### src/mix_cfg_pkg.sv
`default_nettype none

package mix_cfg_pkg;

	// datapath widths
	localparam int SAMPLE_W = 17; // signed sine from the oscillator lut
	localparam int LEVEL_W  = 8;  // env level, osc level, pan, master volume
	localparam int ACC_W    = 48; // products and frame sums
	localparam int OUT_W    = 16; // one audio channel

	// the volume product is scaled back into 16-bit range by this shift
	localparam int OUT_SHIFT = 26;

	// register port
	localparam int ADR_W = 7;

	// field offsets inside each 16-address oscillator block
	localparam logic [3:0] REG_OSC_LVL = 4'd2;
	localparam logic [3:0] REG_OSC_PAN = 4'd7;

	localparam logic [ADR_W-1:0] REG_M_VOL = 7'd1; // common bank

	localparam logic signed [LEVEL_W-1:0] PAN_MAX = 8'sd127; // full right

	typedef enum logic {
		BANK_OSC = 1'b0,
		BANK_COM = 1'b1
	} reg_bank_e;

endpackage

`default_nettype wire

### src/mix_types_pkg.sv
`default_nettype none

package mix_types_pkg;

	import mix_cfg_pkg::*;

	// one sample from the envelope and oscillator section
	typedef struct packed {
		logic [1:0]                  osc;  // oscillator index
		logic signed [LEVEL_W-1:0]   lvl;  // envelope level
		logic signed [SAMPLE_W-1:0]  sine;
		logic                        last; // closes the audio frame
	} mix_sample_t;

	// patch view of one oscillator
	typedef struct packed {
		logic signed [LEVEL_W-1:0] lvl;
		logic signed [LEVEL_W-1:0] pan; // 0 .. PAN_MAX
	} osc_patch_t;

	// left and right words of the scaler output and frame sums
	typedef struct packed {
		logic signed [ACC_W-1:0] l;
		logic signed [ACC_W-1:0] r;
	} stereo_t;

endpackage

`default_nettype wire

### src/patch_regs.sv
`default_nettype none

module patch_regs
	import mix_cfg_pkg::*, mix_types_pkg::*;
#(
	parameter int OSCS = 4
) (
	input  wire logic                      sCLK_XVXENVS,
	input  wire logic                      reset_data_N,
	input  wire reg_bank_e                 bank,
	input  wire logic [ADR_W-1:0]          adr,
	input  wire logic [LEVEL_W-1:0]        wdata,
	input  wire logic                      write,
	input  wire logic                      read,
	output logic [LEVEL_W-1:0]             rdata,
	output osc_patch_t [OSCS-1:0]          osc_patch,
	output logic signed [LEVEL_W-1:0]      m_vol
);

	logic [ADR_W-5:0]   osc_idx; // upper address bits pick the oscillator
	logic [3:0]         fld;
	logic               osc_hit;
	logic [LEVEL_W-1:0] rd_next;

	assign osc_idx = adr[ADR_W-1:4];
	assign fld     = adr[3:0];
	assign osc_hit = (bank == BANK_OSC) && (int'(osc_idx) < OSCS);

	// register writes
	always_ff @(posedge sCLK_XVXENVS) begin
		if (!reset_data_N) begin
			for (int i = 0; i < OSCS; i++) begin
				osc_patch[i].lvl <= (i <= 1) ? 8'sh40 : 8'sh00; // two oscs audible by default
				osc_patch[i].pan <= 8'sh40;                     // centre
			end
			m_vol <= 8'sh40;
		end else if (write) begin
			case (bank)
				BANK_OSC: begin
					if (osc_hit) begin
						case (fld)
							REG_OSC_LVL: osc_patch[osc_idx].lvl <= wdata;
							REG_OSC_PAN: osc_patch[osc_idx].pan <= wdata;
							default: ; // unmapped field
						endcase
					end
				end
				BANK_COM: begin
					if (adr == REG_M_VOL)
						m_vol <= wdata;
				end
				default: ;
			endcase
		end
	end

	// read mux with zero for unmapped reads
	always_comb begin
		rd_next = '0;
		case (bank)
			BANK_OSC: begin
				if (osc_hit) begin
					case (fld)
						REG_OSC_LVL: rd_next = osc_patch[osc_idx].lvl;
						REG_OSC_PAN: rd_next = osc_patch[osc_idx].pan;
						default: rd_next = '0;
					endcase
				end
			end
			BANK_COM: begin
				if (adr == REG_M_VOL)
					rd_next = m_vol;
			end
			default: rd_next = '0;
		endcase
	end

	always_ff @(posedge sCLK_XVXENVS) begin
		if (!reset_data_N)
			rdata <= '0;
		else if (read)
			rdata <= rd_next; // holds until the next read
	end

endmodule

`default_nettype wire

### src/osc_scaler.sv
`default_nettype none

module osc_scaler
	import mix_cfg_pkg::*, mix_types_pkg::*;
#(
	parameter int OSCS = 4
) (
	input  wire logic                 sCLK_XVXENVS,
	input  wire logic                 reset_data_N,
	input  wire logic                 sample_en,
	input  wire mix_sample_t          sample,
	input  wire osc_patch_t [OSCS-1:0] osc_patch,
	output stereo_t                   prod,
	output logic                      prod_en,
	output logic                      prod_last
);

	// stage 1 holds env level times sine
	logic                    s1_v;
	logic [1:0]              s1_osc;
	logic                    s1_last;
	logic signed [ACC_W-1:0] s1_val;

	// stage 2 adds the osc level
	logic                    s2_v;
	logic [1:0]              s2_osc;
	logic                    s2_last;
	logic signed [ACC_W-1:0] s2_val;

	// valid bits travel with the data
	always_ff @(posedge sCLK_XVXENVS) begin
		if (!reset_data_N) begin
			s1_v    <= 1'b0;
			s2_v    <= 1'b0;
			prod_en <= 1'b0;
		end else begin
			s1_v    <= sample_en;
			s2_v    <= s1_v;
			prod_en <= s2_v;
		end
	end

	always_ff @(posedge sCLK_XVXENVS) begin
		s1_val  <= sample.lvl * sample.sine;
		s1_osc  <= sample.osc;
		s1_last <= sample.last;

		s2_val  <= s1_val * osc_patch[s1_osc].lvl; // patch entry of this sample's osc
		s2_osc  <= s1_osc;
		s2_last <= s1_last;

		// left gets the pan complement
		prod.l    <= s2_val * (PAN_MAX - osc_patch[s2_osc].pan);
		prod.r    <= s2_val * osc_patch[s2_osc].pan;
		prod_last <= s2_last;
	end

endmodule

`default_nettype wire

### src/frame_mixer.sv
`default_nettype none

module frame_mixer
	import mix_cfg_pkg::*, mix_types_pkg::*;
(
	input  wire logic                   sCLK_XVXENVS,
	input  wire logic                   reset_data_N,
	input  wire stereo_t                prod,
	input  wire logic                   prod_en,
	input  wire logic                   prod_last,
	input  wire logic signed [LEVEL_W-1:0] m_vol,
	output logic signed [OUT_W-1:0]     lsound_out,
	output logic signed [OUT_W-1:0]     rsound_out,
	output logic                        out_valid
);

	localparam logic signed [ACC_W-1:0] SAT_HI = ACC_W'(2**(OUT_W-1) - 1);
	localparam logic signed [ACC_W-1:0] SAT_LO = -SAT_HI - 1;

	stereo_t acc;   // running frame sums
	stereo_t fin;   // completed frame
	logic    fin_v;
	stereo_t vol;   // after master volume
	logic    vol_v;

	function automatic logic signed [OUT_W-1:0] sat_out(input logic signed [ACC_W-1:0] v);
		logic signed [ACC_W-1:0] s;
		s = v >>> OUT_SHIFT;
		if (s > SAT_HI)
			return SAT_HI[OUT_W-1:0];
		else if (s < SAT_LO)
			return SAT_LO[OUT_W-1:0];
		return s[OUT_W-1:0];
	endfunction

	// the last product hands the sum on and restarts from zero
	always_ff @(posedge sCLK_XVXENVS) begin
		if (!reset_data_N) begin
			acc   <= '0;
			fin_v <= 1'b0;
		end else begin
			fin_v <= prod_en && prod_last;
			if (prod_en && prod_last) begin
				acc <= '0;
			end else if (prod_en) begin
				acc.l <= acc.l + prod.l;
				acc.r <= acc.r + prod.r;
			end
		end
	end

	always_ff @(posedge sCLK_XVXENVS) begin
		fin.l <= acc.l + prod.l;
		fin.r <= acc.r + prod.r;
		vol.l <= fin.l * m_vol;
		vol.r <= fin.r * m_vol;
	end

	// output stage
	always_ff @(posedge sCLK_XVXENVS) begin
		if (!reset_data_N) begin
			vol_v      <= 1'b0;
			out_valid  <= 1'b0;
			lsound_out <= '0;
			rsound_out <= '0;
		end else begin
			vol_v     <= fin_v;
			out_valid <= vol_v; // single cycle per frame
			if (vol_v) begin
				lsound_out <= sat_out(vol.l);
				rsound_out <= sat_out(vol.r);
			end
		end
	end

endmodule

`default_nettype wire

### src/fm_mixer_top.sv
`default_nettype none

module fm_mixer_top
	import mix_cfg_pkg::*, mix_types_pkg::*;
#(
	parameter int OSCS = 4
) (
	input  wire logic                 sCLK_XVXENVS,
	input  wire logic                 reset_data_N,
	input  wire logic                 sample_en,
	input  wire mix_sample_t          sample,
	input  wire reg_bank_e            bank,
	input  wire logic [ADR_W-1:0]     adr,
	input  wire logic [LEVEL_W-1:0]   wdata,
	input  wire logic                 write,
	input  wire logic                 read,
	output logic [LEVEL_W-1:0]        rdata,
	output logic signed [OUT_W-1:0]   lsound_out,
	output logic signed [OUT_W-1:0]   rsound_out,
	output logic                      out_valid
);

	osc_patch_t [OSCS-1:0]      osc_patch;
	logic signed [LEVEL_W-1:0]  m_vol;
	stereo_t                    prod;
	logic                       prod_en;
	logic                       prod_last;

	patch_regs #(.OSCS(OSCS)) u_regs (
		.sCLK_XVXENVS, .reset_data_N,
		.bank, .adr, .wdata, .write, .read,
		.rdata, .osc_patch, .m_vol
	);

	osc_scaler #(.OSCS(OSCS)) u_scaler (
		.sCLK_XVXENVS, .reset_data_N,
		.sample_en, .sample, .osc_patch,
		.prod, .prod_en, .prod_last
	);

	frame_mixer u_mixer (
		.sCLK_XVXENVS, .reset_data_N,
		.prod, .prod_en, .prod_last, .m_vol,
		.lsound_out, .rsound_out, .out_valid
	);

endmodule

`default_nettype wire

### config.mk
export PLATFORM = sky130hd
export DESIGN_NAME = fm_mixer_top
export DESIGN_NICKNAME = d
export VERILOG_FILES = /design/src/mix_cfg_pkg.sv /design/src/mix_types_pkg.sv /design/src/patch_regs.sv /design/src/osc_scaler.sv /design/src/frame_mixer.sv /design/src/fm_mixer_top.sv
export SDC_FILE = /design/constraint.sdc
export NUM_CORES = 2
export LEC_CHECK = 0
export ABC_AREA = 1
export BUFFER_PORTS_ARGS = -buffer_cell sky130_fd_sc_hd__buf_4
export CAP_MARGIN = 20
export CORE_UTILIZATION = 40
export CTS_CLUSTER_DIAMETER = 100
export CTS_CLUSTER_SIZE = 28
export DETAILED_ROUTE_END_ITERATION = 10
export GPL_ROUTABILITY_DRIVEN = 0
export PLACE_DENSITY_LB_ADDON = 0.25
export SYNTH_ARGS = -nofsm -noshare
export SYNTH_HDL_FRONTEND = slang
export SYNTH_SLANG_ARGS = --single-unit
### constraint.sdc
create_clock -name sCLK_XVXENVS -period 4.95 [get_ports sCLK_XVXENVS]
set_input_delay 0.7425 -clock sCLK_XVXENVS [delete_from_list [all_inputs] [get_ports sCLK_XVXENVS]]
set_output_delay 0.7425 -clock sCLK_XVXENVS [all_outputs]
set_load 0.005 [all_outputs]
==> run metrics <==
Fmax 187 MHz; Core Area 205000 um2; crit path max fanout 11; minimum clock period after layout 5330 ps; hold_ws 117 ps; R2R Setup Slk -380 ps; number of I/O port buffers 89; post-route setup slack -385 ps; drt first pass iters 8; Inserted Clock Buffers 36; average wire per standard cell 17.7 um; ys async rst share 0%; worst-margin pin slew 971 ps; synthesized cell area 82800 um2; Worst R2R Path Depth 22; fraction of layout cells with a size suffix above 1 16.8%; Filler Cells Inserted 19800; Worst Hold Class in2reg; worst-skew pair later-pin latency 720 ps; FP Rows 166; Synth Net Count 13500; Overflow after GRT 0; die footprint 209000 um2; clock sink total 530; Initial Utilization 40.4%; Worst Setup Start Kind flip-flop; flip-flop and latch area 10700 um2; most area-hungry cell type in the Yosys netlist fa_1; CTS tree yes; footprint of the multi-input gates 63500 um2; HPWL after detailed placement 215 mm; failing checks setup timing; period utilisation layout 108%; drt total wl 267 mm; Final Hold Vio Count 0; Max Slew Vio Count 0; H-tree depth 2; CP arrival 5960 ps; outcome complete, but fails checks; first-pass GRT wire length 421 mm; Setup CP Type reg2reg; CP endpoint kind flip-flop; Iteration-0 DRC Markers 5698; syn avg cell area 7.19 um2; Layout area overhead 21.7%; initial antenna violation count 3; Vias/cell 5.04; Post-synth EDFFs 0; CTS Root Cell clkbuf_16; vias in the first global route 78200; setup violators final 95; cells after synthesis 11500; hold path depth 1; Post-synth top flop dfxtp_1; Vert. Die Dim 457 um; Worst slew margin 35.3%; Seq/Total Area, Yosys 12.8%; synth warn 0; WP data required 5570 ps; Max Cap Viol 0; IO Pins 90; skew final 72.0 ps; clk slew on worst S/H paths 120 ps; unrepaired setup endpoints after global routing true; clock tree buffer depth 3; Final nets 14400; GRT Util Overall 25.2%; DRC viols 0; share of the synthesized area in the top cell type 31.0%; largest net degree at the start of global routing 97; Yosys cell types 58; DRT antenna net count 0; dominant cells by area after synthesis fa_1 31%, inv_1 13%, dfxtp_1 13%; FF+latch count, synth 530; die width 457 um; Via Count 76100; Hold-fix buffers, CTS 0
==> state kept, by name, summed over array words and instances (netlist names) <==
signal and flops:
u_scaler.s2_last 1, u_mixer.acc 96, u_scaler.s2_osc 2, u_regs.m_vol 8, u_regs.rdata 8, u_mixer.vol_v 1
u_scaler.s2_val 48, u_scaler.s1_v 1, u_mixer.vol 44, u_scaler.prod_en 1, u_mixer.out_valid 1, u_scaler.s1_last 1
u_mixer.lsound_out 16, u_scaler.prod_last 1, u_mixer.rsound_out 16, u_regs.osc_patch 64, u_scaler.s1_osc 2, u_mixer.fin 96
u_scaler.prod 96, u_scaler.s1_val 25, u_scaler.s2_v 1, u_mixer.fin_v 1
==> critical path: stages, from the launching register on <==
cell and delay [ps]:
dfxtp_4 430, inv_6 60, buf_12 140, nand2_4 70, nand3_4 100, nand2_8 160, clkinv_8 90, bufbuf_16 290
nor2_2 110, fa_1 460, fa_2 600, fa_2 440, fa_1 550, ha_4 220, ha_4 290, nand2_1 120
nor2_1 110, inv_1 90, buf_4 160, nor4_4 210, nand3_1 180, nand4_1 150, xor2_1 220
==> cells in the final DEF (no fill, tap or decap), drive strengths merged, types with 3 or more instances in the layout <==
master	count
inv	2916
nand2	2347
nor2	1493
fa	1281
buf	1195
ha	635
dfxtp	530
a21oi	495
o21ai	428
nand3	294
xor2	174
nand4	75
xnor2	65
nor3	62
or2	57
clkbuf	50
o21bai	48
a31oi	35
a21o	34
clkinv	25
nor4	21
o21a	19
a21boi	19
o211ai	18
a211oi	16
o221ai	16
a22oi	16
and3	11
nand3b	8
a22o	7
and2	6
bufbuf	4
o31ai	3
==> cells in the mapped netlist (25+ instances only) <==
cell,count
nor3_1,57
nand4_1,75
ha_1,635
clkbuf_2,43
xor2_1,174
clkbuf_1,261
a31oi_1,35
a21o_1,34
inv_1,2892
o21bai_1,48
xnor2_1,65
nand2_1,2319
buf_2,49
o21ai_0,384
nand3_1,287
nand2_2,28
buf_1,25
nor2_1,1482
fa_1,1281
a21oi_1,490
o21ai_1,38
or2_2,51
dfxtp_1,530
==> through the flow <==
stage          util, %  TNS, ps  cell area (um2)  worst slack (ps)  instances
2_1_floorplan        -    -5.50            82900             -5.50      11500
3_5_place_dp      45.5   -36980            93400              -648      14900
5_1_grt           49.1   -33620           101000              -460      15100
3_3_place_gp      45.5   -29960            93400              -661      14900
4_1_cts           48.0    -9880            98500              -264      15000
6_report          49.1   -12890           101000              -385      15100
==> per-layer routing <==
metal	share of wire, %	track usage [%]
met3	6.8	3.00
met5	0	0
met1	42	32.8
met4	3.8	8.36
met2	48	43.3
==> final timing paths <==
path / start / endpoint
setup / recovery: u_scaler.s2_osc[0] / u_scaler.prod[90]
hold reg to reg: u_scaler.s1_last / u_scaler.s2_last
setup reg to reg: u_scaler.s2_osc[0] / u_scaler.prod[90]
hold / removal: sample[26] / u_scaler.s1_osc[0]
==> repair_timing <==
action,in CTS,in global routing
endpoints found under the hold margin,0,0
resized for setup,516,469
pin swaps,128,166
endpoints found under the setup margin,115,148
setup buffers,67,44
cloned,17,11
==> area by class of cell <==
class / instances / share of cell area, %
multi-input cells: 7689 / 63.0
repair buffers: 1210 / 10.8
clock buffers: 39 / 0.926
clock inverters: 23 / 0.456
well taps: 2688 / 3.34
diodes: 1 / 0.00248
flip-flops and latches: 530 / 10.6
inverters: 2919 / 10.9
==> cells by family (layout without fill, tap and decap cells) <==
kind of cell / after synthesis / in the layout / synth area share (%)
AND/OR/NAND/NOR: 4375 / 4375 / 21.2
buffers and inverters: 3307 / 4191 / 15.2
adder cells (fa/ha/maj): 1916 / 1916 / 40.5
AO/OA/AOI/OAI: 1159 / 1159 / 7.77
flip-flops: 530 / 530 / 12.8
XOR/XNOR: 239 / 239 / 2.53
other: 0 / 1 / 0
Power is not shown: default switching activity piles up to over one toggle a cycle in this logic, so the estimate is an artifact.
